`config.mk`:
```
export PLATFORM = sky130hd
export DESIGN_NAME = crc_config_regs
export DESIGN_NICKNAME = d
export VERILOG_FILES = /design/src/hdl/crc_pkg.sv /design/src/hdl/crc_config_regs.sv
export SDC_FILE = /design/constraint.sdc
export NUM_CORES = 1
export LEC_CHECK = 0
export BUFFER_PORTS_ARGS = -buffer_cell sky130_fd_sc_hd__buf_4
export CAP_MARGIN = 20
export CORE_MARGIN = 3
export CORE_UTILIZATION = 43
export DETAILED_ROUTE_END_ITERATION = 6
export PLACE_DENSITY = 0.81
export SLEW_MARGIN = 15
export SYNTH_ARGS = -nofsm -noshare
export SYNTH_HDL_FRONTEND = slang
export SYNTH_SLANG_ARGS = --single-unit
export TNS_END_PERCENT = 20
```
`constraint.sdc`:
```
create_clock -name HCLK -period 0.9 [get_ports HCLK]
set_clock_uncertainty 0.1 [all_clocks]
set_input_delay 0.18 -clock HCLK [delete_from_list [all_inputs] [get_ports HCLK]]
set_output_delay 0.18 -clock HCLK [all_outputs]
set_load 0.1 [all_outputs]
```
`src/hdl/crc_pkg.sv`:
```
/*
  Shared types, register map and reset values of the AHB-Lite CRC accelerator
  Imported by the RTL blocks and by the testbench
*/
`default_nettype none

package crc_pkg;

	////////////////////////////////////////////////////////////
	// Vector types
	////////////////////////////////////////////////////////////

	// Bus word and CRC word
	typedef logic [31:0] word_t;
	typedef logic [7:0]  byte_t;
	// Register word offset from HADDR[4:2]
	typedef logic [2:0]  reg_addr_t;
	typedef logic [1:0]  htrans_t;
	typedef logic [2:0]  hsize_t;
	// 0 byte, 1 halfword, 2 word
	typedef logic [1:0]  bus_size_t;
	// 0 is 32 bits, 1 is 16, 2 is 8, 3 is 7
	typedef logic [1:0]  poly_size_t;
	// 0 none, 1 per byte, 2 per halfword, 3 per word
	typedef logic [1:0]  rev_in_t;

	////////////////////////////////////////////////////////////
	// Structures
	////////////////////////////////////////////////////////////

	// CR fields as seen by the engine
	typedef struct packed {
		poly_size_t poly_size;
		rev_in_t    rev_in;
		logic       rev_out;
	} crc_cfg_t;

	// One DR write waiting for the engine
	typedef struct packed {
		word_t     data;
		bus_size_t size;
	} buf_entry_t;

	// Register offsets
	localparam reg_addr_t CRC_DR   = 3'h0;
	localparam reg_addr_t CRC_IDR  = 3'h1;
	localparam reg_addr_t CRC_CR   = 3'h2;
	localparam reg_addr_t CRC_INIT = 3'h4;
	localparam reg_addr_t CRC_POL  = 3'h5;

	localparam htrans_t HTRANS_NONSEQ = 2'b10;

	// Reset values
	localparam crc_cfg_t CRC_CR_RST   = '0;
	localparam word_t    CRC_INIT_RST = 32'hFFFF_FFFF;
	localparam word_t    CRC_POL_RST  = 32'h04C1_1DB7;
	localparam byte_t    CRC_IDR_RST  = 8'h00;

	// Engine FSM
	typedef enum logic [1:0] {
		ENG_IDLE,
		ENG_LOAD,
		ENG_RUN
	} engine_state_t;

endpackage

`default_nettype wire

```
`src/hdl/crc_config_regs.sv`:
```
/*
  Storage for INIT, POL and IDR
  Written from the unregistered bus data on the host interface strobes
*/
`default_nettype none

module crc_config_regs
(
	input  wire logic           HCLK,
	input  wire logic           HRESETn,
	input  wire crc_pkg::word_t bus_wr,
	input  wire logic           crc_init_en,
	input  wire logic           crc_poly_en,
	input  wire logic           crc_idr_en,
	output crc_pkg::word_t      crc_init_out,
	output crc_pkg::word_t      crc_poly_out,
	output crc_pkg::byte_t      crc_idr_out
);

	import crc_pkg::*;

	// Seed picked up by the engine on restart
	always_ff @(posedge HCLK)
	begin
		if (!HRESETn)
			crc_init_out <= CRC_INIT_RST;
		else if (crc_init_en)
			crc_init_out <= bus_wr;
	end

	// Full 32 bits kept; the engine masks to the selected width
	always_ff @(posedge HCLK)
	begin
		if (!HRESETn)
			crc_poly_out <= CRC_POL_RST;
		else if (crc_poly_en)
			crc_poly_out <= bus_wr;
	end

	// Scratch byte with no effect on the CRC
	always_ff @(posedge HCLK)
	begin
		if (!HRESETn)
			crc_idr_out <= CRC_IDR_RST;
		else if (crc_idr_en)
			crc_idr_out <= bus_wr[7:0];
	end

endmodule

`default_nettype wire

```
== Word level (Yosys, flattened, before mapping) ==
Cells that the tools add are included.
Storage, ports and cells
  register bits after elaboration: 72
  input bits: 37
  output and inout bits: 72
  word-level logic and storage cells: 3

== Longest topological paths before layout ==
  depth after elaboration: 0
  gate-level depth with buffers: 4
  mapped depth without buffers: 2

== Least setup slack after synthesis ==
No wires, ideal clock.
  kind: flip-flop to flip-flop
  start point: register, netlist name crc_idr_out[0]
  end point: register crc_idr_out[0]
  library setup time: 0.067 ns
  arrival: 1.194 ns
  required time: 0.733 ns
  path slack: -0.461 ns
  stages on the path, launching flop included: 3
  path buffers: 0
  period minus slack after synthesis: 1.361 ns
  cells stage by stage: dfxtp_1 -> mux2i_1 -> nor2b_1
RTL lines
  end signal, assigned: line crc_config_regs.sv:46  | crc_idr_out <= bus_wr[7:0];
  end, declared: line crc_config_regs.sv:17  | output crc_pkg::byte_t crc_idr_out

== Worst setup path after layout ==
  start point: register crc_poly_out[27]
  end point: output crc_poly_out[27]
RTL lines
  start, declared: line crc_config_regs.sv:16  | output crc_pkg::word_t crc_poly_out,
  start signal, assigned: line crc_config_regs.sv:37  | crc_poly_out <= bus_wr;
No word-level cell between the ends.

==> results.md <==
- Outcome: complete, but fails checks
- Failing checks: hold timing, setup timing
- Hold_sp: bus_wr[14]
- Seq/Total Area, Yosys: 54.52%
- Crit path cell chain: buf_12
- Register-to-Register Path Depth: 3
- PnR Total Power: 9.370 mW
- Vias per cell: between 4 and 5
- Share of the synthesized area in the top cell type: 54.52%
- Count of buffer and inverter cells on the critical path: 1
- Drt initial violations: 70
- Critical Path RT: about 0.62 ns
- Min-delay worst type: input port to register
- Crit-path slowest cell: dfxtp_4
- Dpl ws: -0.1086 ns
- Syn Std Cell Area: between 0.002 and 0.003 mm^2
- First-pass GRT wire length: between 10000 and 15000 um
- P&R area growth vs syn: 88.36%
- R2r setup slk: -0.05 ns
- Row count: 27
- First-pass DRT Iterations: 4
- Setup_tns: -18.21 ns
- Post-synthesis adder-cell area fraction: 0%
- Crit end category: output pin
- Worst r2r src: crc_poly_out[8]
- Post-synth top cells: dfxtp_1 (72), mux2i_1 (72), nand2_1 (46)
- Largest net degree at the start of global routing: 28
- Clock transition at path regs: 0.08 ns
- Number of antenna violations at the first check in global routing: 0
- Yosys cell types: 9
- Count of final hold-check violations: 27
- Syn Inst Count: roughly 230
- DRC violations left: 0
- Syn_nets: between 200 and 300
- Worst slew margin: a little under nine tenths
- Synth area leaders: dfxtp_1 (55%), mux2i_1 (27%), nand2_1 (6.5%)
- Hold path depth: 3
- XOR/XNOR Fraction of Synth Area: 0%
- RSZ-0062 raised after global routing: yes
- Max_cap viols: 0
- Pwr dens: 1882 mW/mm^2
- GRT Total Usage: a little under a quarter
- Post-DP HPWL: 4595 um
- Synth area leader: dfxtp_1
- Drt wl/cell: between 15 and 20 um
- Placed Cells incl. Taps: a little over 400
- Syn Area/Cell: around 11 um^2
- Synth Area in Compound Gates: 0%
- Gr ovfl total: 0
- Final period util: 129.9%
- Worst setup margin: -0.2689 ns
- Top FF cell, synth: dfxtp_1
- Synth async-reset ratio: 0%
- Hold Path Sink: crc_init_out[14]
- Clock insertion delay at the later pin of the skew report: about 0.33 ns
- Clock Path Buffers: 2
- Min Clock Period, post-route: 1.169 ns
- Crit path kind: register to output pin
- Vias: between 2000 and 2500
- WHS: -0.03758 ns
- Post-Layout Cell Count: 431
- Post-synth EDFFs: 0
- Clock Sinks: 72
- Max-slew violation count: 0
- Hold_buf cts: 5
- CTS tree: done
- #FFs+latches synth: just over 70
- R2r endpoint: crc_poly_out[8]
- Simple-gate portion of the synthesized area: around an eighth
- CP Max Fanout: 2
- Startpoint Class: register
- Mux cell area share after synthesis: a little over a quarter
- Peak supply drop: ~1300 uV
- Starting Density: roughly 46%
- Port-buffer cells: between 100 and 150
- Ratio of cells with drive above 1 in the final layout: between 50 and 60%
- Maximum clock frequency: 0.8555 GHz
- Leakage power: around 2.3 nW
- Die H: about 84 um
- Fin util: 87.22%
- Final layout net count: 391
- Clk root buf: clkbuf_8
- Slowest Stage Delay on Critical Path: 0.38 ns
- Setup violators final: 75
- ANT cells: 0
- Largest family of logic cells by synthesized area: multiplexers
- Global placement routability congestion: ~0.7
- ANT nets after route: 0
- Vias in the first global route: around 2400
- Kind of cell adding the most delay to the critical path: flip-flops
- Core area: roughly 0.0057 mm^2
- I/O Pins: ~110
- Die width: ~84 um
- Synth warn: 0
- Inserted Clock Buffers: 9
- CP Data Arrival Time: a little under 0.9 ns
- Final wirelength: 8171 um
- Number of H-tree levels: 3
- Slew @ Worst Pin: ~0.22 ns
- DIE AREA: approximately 0.007 mm^2
-- layout make-up --
| class | instances | area (um^2) |
|---|---|---|
| Timing Repair Buffer | 127 | 2001 |
| Sequential cell | 72 | 1617 |
| Multi-Input combinational cell | 144 | 1060 |
| Fill cell | 257 | 729.5 |
| Clock buffer | 12 | 145.1 |
| Tap cell | 72 | 90.09 |
| Clock inverter | 4 | 67.56 |
-- registers in the layout (all words and copies together), names as in the netlist --
register      flops
crc_poly_out     32
crc_idr_out       8
crc_init_out     32
-- stage by stage --
stage,cell area [um^2],hold WS [ns]
floorplan,2811,0.2077
global placement,3754,0.3030
detailed placement,3754,0.3095
CTS,4932,-0.04581
global route,4980,-0.02734
finish,4980,-0.03758
-- worst max-delay path by stage --
stage	startpoint	end	slack [ns]	cells after the start
2_1_floorplan	crc_init_out[11]	crc_init_out[11]	-0.11	2
3_3_place_gp	crc_init_en	crc_init_out[6]	-0.06	4
3_5_place_dp	crc_init_en	crc_init_out[9]	-0.11	4
4_1_cts	crc_poly_out[0]	crc_poly_out[0]	-0.27	1
5_1_grt	crc_init_out[7]	crc_init_out[7]	-0.29	1
6_report	crc_poly_out[27]	crc_poly_out[27]	-0.27	1
-- routing by layer --
metal  vias up  track usage [%]  part of all wire, %
li1       1009                -                    -
met3        15            6.477                  6.2
met1      1054            24.22                   36
met4         0            9.065                  1.9
met5         -                0                    0
met2        73            42.97                   56
-- where the power goes --
group	leakage, nW	internal [mW]	switching [mW]
Clock	0.106	1.62	1.21
Sequential	0.601	3.37	0.218
Combinational	1.58	1.14	1.82
-- placed cells by master (no fill, tap or decap), types with 2 or more instances in the layout --
master,count
buf_12,81
buf_4,38
buf_6,3
bufinv_16,2
clkbuf_1,2
clkbuf_8,10
clkinv_1,2
dfxtp_2,38
dfxtp_4,34
dlymetal6s4s_1,4
mux2i_1,71
nand2_1,46
nor2b_1,26
-- what timing repair did --
action	in CTS	in global routing
hold endpoints to repair	46	20
pin swaps	0	4
setup endpoints to repair	72	82
buffers inserted	2	1
gates resized for setup	216	14
-- worst register-to-register path: cells and delay by family, from the launching register on --
| family | cells | cell delay, ns |
|---|---|---|
| buf+inv | 1 | 0.14 |
| mux | 1 | 0.18 |
| flops | 1 | 0.36 |
| simple gates | 1 | 0.07 |
-- kinds of logic after synthesis --
kind of cell           Yosys count
and+or+nand+nor                 72
muxes                           72
buffers and inverters           17
DFF                             72
(Power assumes the default switching activity.)
