File: src/hdl/crc_pkg.sv
/*
  Shared types, register map and reset values of the AHB-Lite CRC accelerator
  Imported by the RTL blocks and by the testbench
*/
`default_nettype none

package crc_pkg;

	////////////////////////////////////////////////////////////
	// Vector types
	////////////////////////////////////////////////////////////

	// Bus word and CRC word
	typedef logic [31:0] word_t;
	typedef logic [7:0]  byte_t;
	// Register word offset from HADDR[4:2]
	typedef logic [2:0]  reg_addr_t;
	typedef logic [1:0]  htrans_t;
	typedef logic [2:0]  hsize_t;
	// 0 byte, 1 halfword, 2 word
	typedef logic [1:0]  bus_size_t;
	// 0 is 32 bits, 1 is 16, 2 is 8, 3 is 7
	typedef logic [1:0]  poly_size_t;
	// 0 none, 1 per byte, 2 per halfword, 3 per word
	typedef logic [1:0]  rev_in_t;

	////////////////////////////////////////////////////////////
	// Structures
	////////////////////////////////////////////////////////////

	// CR fields as seen by the engine
	typedef struct packed {
		poly_size_t poly_size;
		rev_in_t    rev_in;
		logic       rev_out;
	} crc_cfg_t;

	// One DR write waiting for the engine
	typedef struct packed {
		word_t     data;
		bus_size_t size;
	} buf_entry_t;

	// Register offsets
	localparam reg_addr_t CRC_DR   = 3'h0;
	localparam reg_addr_t CRC_IDR  = 3'h1;
	localparam reg_addr_t CRC_CR   = 3'h2;
	localparam reg_addr_t CRC_INIT = 3'h4;
	localparam reg_addr_t CRC_POL  = 3'h5;

	localparam htrans_t HTRANS_NONSEQ = 2'b10;

	// Reset values
	localparam crc_cfg_t CRC_CR_RST   = '0;
	localparam word_t    CRC_INIT_RST = 32'hFFFF_FFFF;
	localparam word_t    CRC_POL_RST  = 32'h04C1_1DB7;
	localparam byte_t    CRC_IDR_RST  = 8'h00;

	// Engine FSM
	typedef enum logic [1:0] {
		ENG_IDLE,
		ENG_LOAD,
		ENG_RUN
	} engine_state_t;

endpackage

`default_nettype wire

File: src/hdl/crc_data_buffer.sv
/*
  Circular FIFO of DR writes between the AHB side and the CRC engine
  Depth is a power of two; flush empties it in one cycle
*/
`default_nettype none

module crc_data_buffer #(
	parameter int BUF_DEPTH = 2
)
(
	input  wire logic                HCLK,
	input  wire logic                HRESETn,
	input  wire logic                push,
	input  wire crc_pkg::buf_entry_t push_entry,
	input  wire logic                pop,
	input  wire logic                flush,
	output crc_pkg::buf_entry_t      head,
	output logic                     empty,
	output logic                     full
);

	import crc_pkg::*;

	// One pointer bit at least, so a depth of 1 still builds
	localparam int PTR_W = (BUF_DEPTH > 1) ? $clog2(BUF_DEPTH) : 1;
	localparam int CNT_W = $clog2(BUF_DEPTH + 1);

	buf_entry_t       mem [BUF_DEPTH];
	logic [PTR_W-1:0] wr_ptr_q;
	logic [PTR_W-1:0] rd_ptr_q;
	logic [CNT_W-1:0] count_q;

	// Pointer advance with wrap at the last slot
	function automatic logic [PTR_W-1:0] ptr_next(input logic [PTR_W-1:0] ptr);
		if (ptr == PTR_W'(BUF_DEPTH - 1))
			return '0;
		return ptr + 1'b1;
	endfunction

	// Pointers and fill level
	always_ff @(posedge HCLK)
	begin
		if (!HRESETn)
		begin
			wr_ptr_q <= '0;
			rd_ptr_q <= '0;
			count_q  <= '0;
		end
		else if (flush)
		begin
			// Restart drops whatever is waiting
			wr_ptr_q <= '0;
			rd_ptr_q <= '0;
			count_q  <= '0;
		end
		else
		begin
			if (push)
				wr_ptr_q <= ptr_next(wr_ptr_q);
			if (pop)
				rd_ptr_q <= ptr_next(rd_ptr_q);
			case ({push, pop})
				2'b10:   count_q <= count_q + 1'b1;
				2'b01:   count_q <= count_q - 1'b1;
				default: count_q <= count_q;
			endcase
		end
	end

	// Storage
	always_ff @(posedge HCLK)
	begin
		if (push)
			mem[wr_ptr_q] <= push_entry;
	end

	assign head  = mem[rd_ptr_q];
	assign empty = (count_q == '0);
	assign full  = (count_q == CNT_W'(BUF_DEPTH));

endmodule

`default_nettype wire

File: config.mk
export PLATFORM = sky130hd
export DESIGN_NAME = crc_data_buffer
export DESIGN_NICKNAME = d
export VERILOG_FILES = /design/src/hdl/crc_pkg.sv /design/src/hdl/crc_data_buffer.sv
export SDC_FILE = /design/constraint.sdc
export NUM_CORES = 1
export LEC_CHECK = 0
export BUFFER_PORTS_ARGS = -buffer_cell sky130_fd_sc_hd__clkbuf_2
export CAP_MARGIN = 0
export CELL_PAD_IN_SITES_DETAIL_PLACEMENT = 0
export CELL_PAD_IN_SITES_GLOBAL_PLACEMENT = 1
export CORE_MARGIN = 2
export CORE_UTILIZATION = 40
export DETAILED_ROUTE_END_ITERATION = 8
export PLACE_DENSITY_LB_ADDON = 0.25
export SLEW_MARGIN = 25
export SYNTH_ARGS = -nofsm -noshare
export SYNTH_HDL_FRONTEND = slang
export SYNTH_SLANG_ARGS = --single-unit
File: constraint.sdc
create_clock -name HCLK -period 3.86 [get_ports HCLK]
set_input_delay 0.772 -clock HCLK [delete_from_list [all_inputs] [get_ports HCLK]]
set_output_delay 0.772 -clock HCLK [all_outputs]
set_load 0.1 [all_outputs]
# After elaboration in Yosys (flattened, before gate mapping)
# Memory sizes are Yosys's and may differ from the RTL's. A register that Yosys moved wholly into a read port is not among the register bits.
# Cells that the tools add are included.
# W data, S select, Z words.
# word_totals
register_bits,4
mem_bits_rw,68
inputBits,39
elab_cells,32
mem_count,1
# mem_list
memory,depth,word_bits,rd,rd_ports_with_merged_regs,write_ports,line,rtl
mem,2,34,1,1,1,crc_data_buffer.sv:28,buf_entry_t mem [BUF_DEPTH];
# classes
addsub,4
n_eq_ne,3
muxes,17
bitwise_logic,1
reduce_logical,3
# op_table
operator,count
$mux W1,16
$eq A2 B2 Y1 const B,2
$pmux W2 S2,1
$add A1 B1 Y1 const B,2
$add A2 B1 Y2 const B,1
$eq A2 B1 Y1 const B,1
$logic_not A2 Y1,1
$reduce_bool A2 Y1,1
$reduce_or A2 Y1,1
$sub A2 B1 Y2 const B,1
$not A1 Y1,1

# Longest topological paths before layout
# logic_depth
word_depth,7
depth_mapped,5

# Worst setup path before layout
# Ideal clock, no wire load.
# synth_timing
path_type,in2reg
startpoint,input push
endpoint,"memory mem[0][0] (netlist bit), enable pin"
arrival_time_ps,2261
setup_slack_ps,1174
cell_stages,2
n_path_buf,0
path_cell_list,inv_1 nor2_1
# synth_via
elab_chain_cells,2
# synth_lines
item,line,rtl
"start, declared",crc_data_buffer.sv:13,"input wire logic push,"
$mux W1,crc_data_buffer.sv:73,if (push)
$mux W1 (not written as such),crc_data_buffer.sv:74,mem[wr_ptr_q] <= push_entry;
"end, declared",crc_data_buffer.sv:28,
# Every way passes these cells.

==> impl_results.md <==
* Outcome: finished, final reports clean
* Register area share after synthesis at 0.8064
* Bufs on Longest Clock Path at 2
* Routed len/inst at 15.10 um
* Area grow syn2layout at 26.47%
* Critical path class: flip-flop to output pin
* Clk slew on worst S/H paths at 0.07 ns
* Most frequent cells in the layout: clkbuf_2 (74), edfxtp_1 (68), mux2_2 (34), clkbuf_8 (9), nor2_1 (5)
* Final #Nets at 251
* Maximum fanout along the worst path at 34
* Final Power at 1.896 mW
* Total negative setup slack at 0 ns
* Most common cell after layout, fill and taps aside: clkbuf_2
* Vias in the first global route at 1449
* Syn Area/Cell at 20.59 um2
* PostCTS Resize Cnt at 0
* Yosys reg bits at 73
* Core box area at 6386 um2
* IO Port Bufs at 74
* Count of final setup violators at 0
* Latest clock arrival within the worst-skew pair at 0.33 ns
* Critical Path Max Stage Delay at 0.86 ns
* # diodes at 0
* Multi-input gate area at 499.2 um2
* Crit end category: output pin
* Synthesized area at 2656 um2
* Final min period at 2.779 ns
* Worst Path Arrival at 2.01 ns
* Syn_nets at 169
* Fraction of layout instances using a drive strength above 1 at 0.5972
* Row cnt at 29
* First-pass GRT wire length at 6982 um
* Worst slack at placement at 1.400 ns
* Worst slew pin tran at 0.8174 ns
* Htree depth at 3
* Post-layout util at 0.5261
* CP cell instances: mux2_2 -> clkbuf_2
* FMAX at 359.8 MHz
* Final std cell area, no fill at 3359 um2
* Pwr per Cell Area at 564.3 nW/um2
* Area after DPL at 3113 um2
* Hpwl dp at 2906 um
* ANT nets after route at 0
* Hold Slack at 0.5184 ns
* Top Ports at 75
* Fillers at 554
* Non-Filler Instances at 293
* CP max-delay cell: dfxtp_2
* Peak supply drop at 0.0002817 V
* Yosys warning total at 0
* Hold Crit Class: flip-flop to flip-flop
* Die area at 7309 um2
* Final setup skew at 0.006211 ns
* Inst Count DP at 276
* Vias per inst at 4.672
* # DRC at 0
* Final Hold Fails at 0
* Clk sinks at 73
* Die Ht at 85.49 um
* Worst rel slew slack at 0.4550
* Post CTS Setup Buffer Count at 0
* Crit path launch type: flip-flop
* CTS Root Cell: clkbuf_8
* Initial drt markers at 70
* TritonCTS Buffers at 9
* WL final at 4424 um
* Syn Inst Count at 129
* Synth unique cells at 15
* Largest net degree at the start of global routing at 35
* CTS tree: yes
* All-Layer GR Usage at 0.1298
* Hold Buf Count CTS at 0
* Total gr overflow at 0
* Vias at 1369
* Final Max Tran Viols at 0
* Max_cap viols at 0
* Die width at 85.49 um
* CP required at 3.09 ns
* Setup ws final at 1.081 ns
* FF/Latch Area at 2143 um2
* DR pass1 iterations at 4
* Biggest area consumer among synthesized cells: edfxtp_1
* Crit share post-route at 0.7200
* Unrepaired setup endpoints after global routing: no
* GP Congestion at 0.6941
* Initial antenna violation count at 0
* Starting Density at 0.4159
* Synth area leaders: edfxtp_1 (77%), mux2_2 (14%), dfxtp_1 (3.8%)
* Leakage at 1.282 nW
* Top-area cell type share of the netlist area at 0.7687
[cell families after synthesis]
| kind of cell | after synthesis | synth area share |
|---|---|---|
| flops | 73 | 0.8064 |
| mux | 34 | 0.1441 |
| simple gates | 10 | 0.01885 |
| buf+inv | 5 | 0.008949 |
| xor+xnor | 4 | 0.01319 |
| compound gates | 2 | 0.003765 |
| fa+ha+maj | 1 | 0.004710 |
[cells in the mapped netlist]
cell      count
or3_1         1
nand2b_1      1
edfxtp_1     68
dfxtp_1       5
a21oi_1       1
ha_1          1
and2_1        1
nor2_1        6
xor2_1        1
and2b_2       1
inv_1         1
mux2_2       34
o21ai_0       1
buf_2         4
xnor2_1       3
[worst paths after layout]
check | cells past startpoint | to | startpoint | slack (ns)
hold reg to reg | 2 | count_q[1] | count_q[1] | 0.52
setup / recovery | 2 | head[1] | flip-flop | 1.08
setup reg to reg | 1 | mem[1][4] | wr_ptr_q | 2.34
hold / removal | 2 | count_q[1] | count_q[1] | 0.52
[routing by layer]
metal	part of all wire	vias up	GRT usage
met5	0	-	0
met4	0.017	0	0.05628
met3	0.062	10	0.05294
met2	0.51	46	0.2173
met1	0.41	652	0.1470
li1	-	661	-
[layout make-up]
| class | count | share of cell area |
|---|---|---|
| multi-input combinational | 51 | 0.1486 |
| clock buffer | 9 | 0.03687 |
| sequential | 73 | 0.6380 |
| inverter | 1 | 0.001117 |
| timing repair buffer | 75 | 0.1184 |
| tap | 77 | 0.02868 |
| clock inverter | 7 | 0.02831 |
[critical path: cells and delay by family, from the launching register on]
kind	cells	cell delay [ns]
flip-flops	1	0.86
multiplexers	1	0.43
buffers and inverters	1	0.37
[state kept, by name, summed over array words and instances (netlist names), named ones only]
| register | cells |
|---|---|
| count_q | 2 |
| mem | 68 |
| rd_ptr_q | 1 |
| wr_ptr_q | 1 |
[power breakdown]
group / internal [mW] / switching, mW / total [mW]
Sequential: 0.903 / 0.0156 / 0.918
Combinational: 0.0675 / 0.270 / 0.338
Clock: 0.363 / 0.276 / 0.640
(Power assumes the default switching activity.)
