`config.mk`:
```
export PLATFORM = sky130hd
export DESIGN_NAME = crc_host_interface
export DESIGN_NICKNAME = d
export VERILOG_FILES = /design/src/hdl/crc_pkg.sv /design/src/hdl/crc_host_interface.sv
export SDC_FILE = /design/constraint.sdc
export NUM_CORES = 1
export LEC_CHECK = 0
export BUFFER_PORTS_ARGS = -buffer_cell sky130_fd_sc_hd__buf_2
export CORE_AREA = 2 2 100 102
export DETAILED_ROUTE_END_ITERATION = 16
export DIE_AREA = 0 0 102 104
export PLACE_DENSITY_LB_ADDON = 0.15
export RECOVER_POWER = 100
export SKIP_CTS_REPAIR_TIMING = 1
export SLEW_MARGIN = 10
export SYNTH_ARGS = -nofsm -noshare
export SYNTH_HDL_FRONTEND = slang
export SYNTH_SLANG_ARGS = --single-unit
```
`constraint.sdc`:
```
create_clock -name HCLK -period 5.5 [get_ports HCLK]
set_input_delay 1.65 -clock HCLK [delete_from_list [all_inputs] [get_ports HCLK]]
set_output_delay 1.65 -clock HCLK [all_outputs]
set_load 0.005 [all_outputs]
```
`src/hdl/crc_pkg.sv`:
```
/*
  Shared types, register map and reset values of the AHB-Lite CRC accelerator
  Imported by the RTL blocks and by the testbench
*/
`default_nettype none

package crc_pkg;

	////////////////////////////////////////////////////////////
	// Vector types
	////////////////////////////////////////////////////////////

	// Bus word and CRC word
	typedef logic [31:0] word_t;
	typedef logic [7:0]  byte_t;
	// Register word offset from HADDR[4:2]
	typedef logic [2:0]  reg_addr_t;
	typedef logic [1:0]  htrans_t;
	typedef logic [2:0]  hsize_t;
	// 0 byte, 1 halfword, 2 word
	typedef logic [1:0]  bus_size_t;
	// 0 is 32 bits, 1 is 16, 2 is 8, 3 is 7
	typedef logic [1:0]  poly_size_t;
	// 0 none, 1 per byte, 2 per halfword, 3 per word
	typedef logic [1:0]  rev_in_t;

	////////////////////////////////////////////////////////////
	// Structures
	////////////////////////////////////////////////////////////

	// CR fields as seen by the engine
	typedef struct packed {
		poly_size_t poly_size;
		rev_in_t    rev_in;
		logic       rev_out;
	} crc_cfg_t;

	// One DR write waiting for the engine
	typedef struct packed {
		word_t     data;
		bus_size_t size;
	} buf_entry_t;

	// Register offsets
	localparam reg_addr_t CRC_DR   = 3'h0;
	localparam reg_addr_t CRC_IDR  = 3'h1;
	localparam reg_addr_t CRC_CR   = 3'h2;
	localparam reg_addr_t CRC_INIT = 3'h4;
	localparam reg_addr_t CRC_POL  = 3'h5;

	localparam htrans_t HTRANS_NONSEQ = 2'b10;

	// Reset values
	localparam crc_cfg_t CRC_CR_RST   = '0;
	localparam word_t    CRC_INIT_RST = 32'hFFFF_FFFF;
	localparam word_t    CRC_POL_RST  = 32'h04C1_1DB7;
	localparam byte_t    CRC_IDR_RST  = 8'h00;

	// Engine FSM
	typedef enum logic [1:0] {
		ENG_IDLE,
		ENG_LOAD,
		ENG_RUN
	} engine_state_t;

endpackage

`default_nettype wire

```
`src/hdl/crc_host_interface.sv`:
```
/*
  AHB-Lite slave front end of the CRC accelerator
  Registers the address phase, decodes the register map in the data phase,
  holds CR, muxes read data and stalls the master through HREADYOUT
*/
`default_nettype none

module crc_host_interface
(
	input  wire logic                HCLK,
	input  wire logic                HRESETn,
	input  wire crc_pkg::word_t      HADDR,
	input  wire crc_pkg::word_t      HWDATA,
	input  wire crc_pkg::hsize_t     HSIZE,
	input  wire crc_pkg::htrans_t    HTRANS,
	input  wire logic                HWRITE,
	input  wire logic                HSELx,
	input  wire logic                HREADY,
	input  wire crc_pkg::word_t      crc_out,
	input  wire crc_pkg::word_t      crc_init_out,
	input  wire crc_pkg::word_t      crc_poly_out,
	input  wire crc_pkg::byte_t      crc_idr_out,
	input  wire logic                buffer_full,
	input  wire logic                read_wait,
	input  wire logic                reset_pending,
	output crc_pkg::word_t           HRDATA,
	output logic                     HREADYOUT,
	output logic                     HRESP,
	output crc_pkg::word_t           bus_wr,
	output crc_pkg::bus_size_t       bus_size,
	output crc_pkg::crc_cfg_t        cfg,
	output logic                     buffer_write_en,
	output logic                     crc_init_en,
	output logic                     crc_poly_en,
	output logic                     crc_idr_en,
	output logic                     reset_chain
);

	import crc_pkg::*;

	// Registered address phase
	logic      hsel_q;
	htrans_t   htrans_q;
	logic      hwrite_q;
	reg_addr_t haddr_q;
	bus_size_t size_q;

	// Control register
	crc_cfg_t  cr_q;

	logic sample_bus;
	logic xfer_valid;
	logic wr_req;
	logic rd_req;
	logic dr_wr;
	logic dr_rd;
	logic init_wr;
	logic poly_wr;
	logic idr_wr;
	logic cr_wr;

	////////////////////////////////////////////////////////////
	// Address phase pipeline
	////////////////////////////////////////////////////////////

	// A new address phase is accepted only when no data phase is stalled
	assign sample_bus = HREADY && HREADYOUT;

	always_ff @(posedge HCLK)
	begin
		if (!HRESETn)
		begin
			hsel_q   <= 1'b0;
			htrans_q <= '0;
		end
		else if (sample_bus)
		begin
			hsel_q   <= HSELx;
			htrans_q <= HTRANS;
		end
	end

	// Address, direction and size only matter while hsel_q is set
	always_ff @(posedge HCLK)
	begin
		if (sample_bus)
		begin
			hwrite_q <= HWRITE;
			haddr_q  <= HADDR[4:2];
			size_q   <= HSIZE[1:0];
		end
	end

	////////////////////////////////////////////////////////////
	// Data phase decode
	////////////////////////////////////////////////////////////

	// Only NONSEQ transfers are acted on
	assign xfer_valid = hsel_q && (htrans_q == HTRANS_NONSEQ);
	assign wr_req     = xfer_valid && hwrite_q;
	assign rd_req     = xfer_valid && !hwrite_q;

	assign dr_wr   = wr_req && (haddr_q == CRC_DR);
	assign dr_rd   = rd_req && (haddr_q == CRC_DR);
	assign init_wr = wr_req && (haddr_q == CRC_INIT);
	assign poly_wr = wr_req && (haddr_q == CRC_POL);
	assign idr_wr  = wr_req && (haddr_q == CRC_IDR);
	assign cr_wr   = wr_req && (haddr_q == CRC_CR);

	// Three stall causes
	assign HREADYOUT = !((dr_wr && buffer_full) ||
	                     (dr_rd && read_wait) ||
	                     (init_wr && reset_pending));

	// No error response in this design
	assign HRESP = 1'b0;

	// Strobes of stallable writes fire only in the last data phase cycle
	assign buffer_write_en = dr_wr && HREADYOUT;
	assign crc_init_en     = init_wr && HREADYOUT;
	// POL, IDR and CR writes never stall
	assign crc_poly_en     = poly_wr;
	assign crc_idr_en      = idr_wr;
	// Bit 0 of CR restarts the chain and is not stored
	assign reset_chain     = cr_wr && HWDATA[0];

	// Write data comes straight from the bus
	assign bus_wr   = HWDATA;
	assign bus_size = size_q;

	////////////////////////////////////////////////////////////
	// Control register and read mux
	////////////////////////////////////////////////////////////

	always_ff @(posedge HCLK)
	begin
		if (!HRESETn)
		begin
			cr_q <= CRC_CR_RST;
		end
		else if (cr_wr)
		begin
			cr_q.poly_size <= HWDATA[4:3];
			cr_q.rev_in    <= HWDATA[6:5];
			cr_q.rev_out   <= HWDATA[7];
		end
	end

	assign cfg = cr_q;

	// Read data follows the registered offset
	always_comb
	begin
		case (haddr_q)
			CRC_DR:   HRDATA = crc_out;
			CRC_IDR:  HRDATA = {24'h0, crc_idr_out};
			// CR reads back at the bit positions it was written
			CRC_CR:   HRDATA = {24'h0, cr_q.rev_out, cr_q.rev_in, cr_q.poly_size, 3'b000};
			CRC_INIT: HRDATA = crc_init_out;
			CRC_POL:  HRDATA = crc_poly_out;
			default:  HRDATA = '0;
		endcase
	end

endmodule

`default_nettype wire

```
* After elaboration in Yosys (flattened, before gate mapping) *
Cells that the tools add are included.

operators by class
  eq/ne operators = 5
  muxes and demuxes = 1
  reductions and logical operators = 21

operators by type and width
  kind                                            count
  one-hot mux 32 bit (5 select lines)             1
  logical AND 1 bit                               16
  == test 3 bit (second input constant)           2
  == test 3 x 1 -> 1 bit (second input constant)  1
  == test 3 x 2 -> 1 bit (second input constant)  1
  zero test 3 bit                                 1
  == test 2 bit (second input constant)           1
  zero test 1 bit                                 2
  logical OR 1 bit                                2

word-level totals
  flip-flop bits (word level) = 14

* Depth between registers and ports, before layout *
  word-level depth = 9
  mapped depth = 5

* Worst setup path after synthesis *
OpenSTA, ideal clock, no wires.

  kind = input -> output
  start point = in crc_idr_out[7]
  end point = out HRDATA[7]
  arrival = 2.254 ns
  slack = 1.596 ns
  stages = 3
  path buffers = 0
  cells stage by stage = mux4_1 inv_1 o21ai_0

between the ends
  cells in the longest elaborated chain, start to end = 1

RTL lines
  what                                 RTL line                   source
  start, declared                      crc_host_interface.sv:22   input wire crc_pkg::byte_t crc_idr_out,
  one-hot mux 32 bit (5 select lines)  crc_host_interface.sv:154  case (haddr_q)
  end, declared                        crc_host_interface.sv:26   output crc_pkg::word_t HRDATA,

Every way passes these cells.

* Worst setup path after layout *
  start point = reg haddr_q[0]
  end point = out HRDATA[23]

between the ends
  cells in the longest elaborated chain, start to end = 2
  elaborated cells on any way between the ends = 6
  classes of those cells = eq/ne: 4; mux: 1; reduce/logical: 1

RTL lines
  what                                   RTL line                   source
  start, declared                        crc_host_interface.sv:45   reg_addr_t haddr_q;
  start signal, assigned                 crc_host_interface.sv:89   haddr_q <= HADDR[4:2];
  == test 3 bit (tied with other cells)  crc_host_interface.sv:154
  one-hot mux 32 bit (5 select lines) *  crc_host_interface.sv:154

Mark *: on every way between the ends. The rest lies on a longest branch, timed or not.

==> impl_summary.txt <==
----------------------------------------------------
[Worst setup path]
  Reg-to-Reg Start ... haddr_q[0]$_DFFE_PP_
  Worst path cell trace ... nor2_1 -> clkbuf_1 -> a22oi_1 -> nor2_1 -> clkbuf_1
  Crit-path leading delay family ... buffers and inverters
  Arrival time at the worst endpoint ... 2.99 ns
  Number of cell instances on the worst register-to-register path ... 2
  Crit-path max cell delay ... between 0.9 and 1 ns
  Worst reg2reg endpoint ... haddr_q[1]$_DFFE_PP_
  Critical path launch point type ... register
  Maximum fanout along the worst path ... 23
  Cell with the largest stage delay on the worst path ... clkbuf_1
  CP Capture Type ... output pin
  Reg-to-reg slack, setup ... 3.14 ns
  Buffers and inverters on the worst path ... 2
  Required time reported for the critical path endpoint ... between 3 and 4 ns
  WS Path Type ... reg -> out

[Final layout]
  Register area ... 340 um2
  Signed area change from the synthesized netlist to the final layout ... 38.9%
  Number of fill cells ... 1,105
  # diodes ... 0
  Area of the multi-input gates ... 1140 um2
  Fraction of layout instances using a drive strength above 1 ... 0.531
  Final Instance Count excl. Fillers ... 472
  Post-route cell area ... 2570 um2
  Layout net count ... 522

[Timing]
  Worst-case headroom to the max-slew limit ... 0.214
  Final hold slack ... 0.507 ns
  Post-route clock period utilization ... 0.843
  Number of hold-slack violations in the final timing report ... 0
  Transition time of the tightest slew-check pin ... 1.18 ns
  Min Clock Period, post-route ... between 4 and 5 ns
  Unrepaired setup endpoints after global routing ... false
  Pins Over Slew Limit ... 0
  Setup violation total in the final timing report ... 0
  Layout Skew ... 0.00481 ns
  Fmax ... 216 MHz
  Post-Route Setup TNS ... 0 ns

[Floorplanning]
  Area inside the core boundary ... approximately 9500 um2
  Effective utilization at floorplan ... 0.194
  Total Die Area ... 10,600 um2
  Number of placed I/O pins ... 259
  Number of rows created at floorplan ... 36
  Die height ... 104 um
  Floorplan die width ... 102 um

[Logic synthesis]
  Syn Std Cell Area ... 1850 um2
  Avg Cell Area, Syn ... 8.94 um2
  Top cell type's share of synthesized area ... 0.138
  Total nets after synthesis ... 388
  Synthesis-stage register bit count ... 14
  Synth top area cells ... buf_4 (14%), mux2_4 (11%), a22oi_1 (9.7%), edfxtp_1 (9.7%), dfxtp_1 (8.7%)
  Instance count of the mapped netlist ... 207
  Top FF cell, synth ... dfxtp_1
  Number of distinct library cells after synthesis ... 37
  Proportion of synthesized flip-flops having asynchronous set or reset ... 0
  Part of the Yosys area used for sequential elements ... 0.184
  Yosys warning total ... 0
  Number of synthesized flops with an enable pin ... 6
  Post-synth top area cell ... buf_4

[Routing]
  Remaining routing DRC violations ... 0
  Via density per instance ... 4.32
  Number of detailed-routing iterations run before antenna repair ... 6
  Number of DRC markers in iteration 0 ... 39
  Drt total wl ... approximately 6900 um
  Routed length per placed instance ... between 10 and 15 um
  Vias post-DR ... slightly above 2,000
  Post-route antenna net violation count ... 0

[Worst hold path]
  Beginning of the worst hold path ... cfg[4]$_SDFFE_PN0P_
  Number of cells on the worst hold path ... 2
  Hold worst-path end ... cfg[4]$_SDFFE_PN0P_
  Hold Path Class ... reg -> reg

[Place]
  IO buf count ... 175
  Last weighted congestion value of the routability-driven placer ... 0.673
  Instance area after placement ... 2580 um2
  Instance count after placement with tap cells included ... 469
  Final HPWL from detailed placement ... 5530 um

[GRT]
  Highest-utilization routing layer at the global route stage ... met2
  Wire length of the first global-routing pass ... 10,200 um
  Vias in the first global route ... between 2,000 and 2,500
  GR met3 Demand/Resource ... 0.0302
  Global-route total usage across every layer ... 0.121
  Overall overflow remaining after global route ... 0
  Antenna violations before repair ... 2
  Met1 GRT Util ... 0.129
  Met2 Track Usage GR ... 0.223
  Maximum number of pins on one net before global-route repair ... 42

[Clock network]
  Clock root cell ... clkbuf_8
  Clock-pin slew reported for the worst setup and hold paths after clock tree synthesis ... 0.06 ns
  H-tree Lvls ... 1
  CTS tree ... done
  TritonCTS Buffers ... 3
  Maximum clock path buffer count ... 2
  Number of sinks driven by the clock tree ... 14
  Clk Latency, worst-skew pair ... 0.24 ns

[Outcome]
  Status ... finished clean

[Power]
  Peak ir drop on the vdd network ... 0.000145 V
  Static Leakage ... 1.21 nW
  Pwr Density ... 133 nW/um2
  Total power after layout ... around 0.00034 W

[Flow run]
  Max_cap viols ... 0

----------------------------------------------------
cell usage after synthesis, drive strengths merged (2+ instances only):
| library cell | count |
|---|---|
| buf | 44 |
| mux2 | 25 |
| nor2 | 25 |
| a22oi | 24 |
| o21ai | 13 |
| nand3 | 11 |
| dfxtp | 8 |
| mux4 | 8 |
| a21boi | 6 |
| clkbuf | 6 |
| edfxtp | 6 |
| inv | 5 |
| nand2 | 3 |
| nor2b | 3 |
| and4bb | 2 |
| nand2b | 2 |
| nand3b | 2 |
| o211ai | 2 |
area by class of cell:
cell class / count / area share
multi-input cells: 138 / 0.445
repair buffers: 179 / 0.334
flip-flops and latches: 14 / 0.132
well taps: 133 / 0.0648
clock buffers: 3 / 0.0161
inverters: 5 / 0.00730
per-stage QoR:
| step | utilization | worst slack (ns) |
|---|---|---|
| 5_1_grt | 0.269 | 0.553 |
| 6_report | 0.269 | 0.861 |
| 4_1_cts | 0.274 | 1.24 |
| 3_5_place_dp | 0.270 | 1.30 |
| 3_3_place_gp | 0.270 | 1.29 |
| 2_1_floorplan | - | 1.60 |
where the power goes:
group           total, W  internal, W  switching, W
clock network  0.0000810    0.0000483     0.0000328
registers       0.000119     0.000113    0.00000633
logic           0.000142    0.0000832     0.0000590
total           0.000343     0.000244     0.0000981
layer usage:
layer	share of wire	up-vias
met3	0.088	30
met5	0.0038	-
met4	0.024	4
met2	0.51	92
met1	0.37	923
li1	-	988
kinds of logic after synthesis:
logic type	count (synthesis)	synth area share
other cells	1	0.00203
buf+inv	55	0.198
compound gates	47	0.172
simple gates	56	0.159
flops	14	0.184
mux	34	0.285
cell usage in the layout, fill, tap and decap left out, types with 2 or more instances in the layout:
cell type	n
dfxtp_1	8
nand2_1	3
clkbuf_8	3
a21boi_0	6
inv_1	5
clkbuf_2	3
buf_2	138
mux2_4	14
edfxtp_1	6
mux4_2	7
a22oi_1	24
o21ai_0	9
buf_4	3
nand2b_1	2
nand3b_1	2
nand3_1	11
o21ai_1	4
nor2_1	25
mux2_2	11
o211ai_1	2
clkbuf_1	35
nor2b_1	3
how the worst max path moves through the flow:
| stage | slack, ns | from | end | depth (start not counted) |
|---|---|---|---|---|
| final | 0.86 | haddr_q[0]$_DFFE_PP_ | HRDATA[23] | 5 |
| after global routing | 0.55 | haddr_q[0]$_DFFE_PP_ | HRDATA[20] | 5 |
| after CTS | 1.24 | haddr_q[0]$_DFFE_PP_ | HRDATA[28] | 5 |
| after floorplan | 1.60 | crc_idr_out[7] | HRDATA[7] | 3 |
| after global placement | 1.29 | crc_idr_out[7] | HRDATA[7] | 5 |
| after detailed placement | 1.30 | crc_idr_out[7] | HRDATA[7] | 5 |
worst reg2reg max path, cell delays in order, from the launching register on:
cell and delay (ns):
edfxtp_1 1.05, nor3_1 0.20, a21boi_0 0.74
sequential cells by signal, indices dropped and copies added, names as in the netlist:
register and cells:
cfg 5, htrans_q 2, bus_size 2, hwrite_q 1
hsel_q 1, haddr_q 3
(Power assumes the default switching activity.)
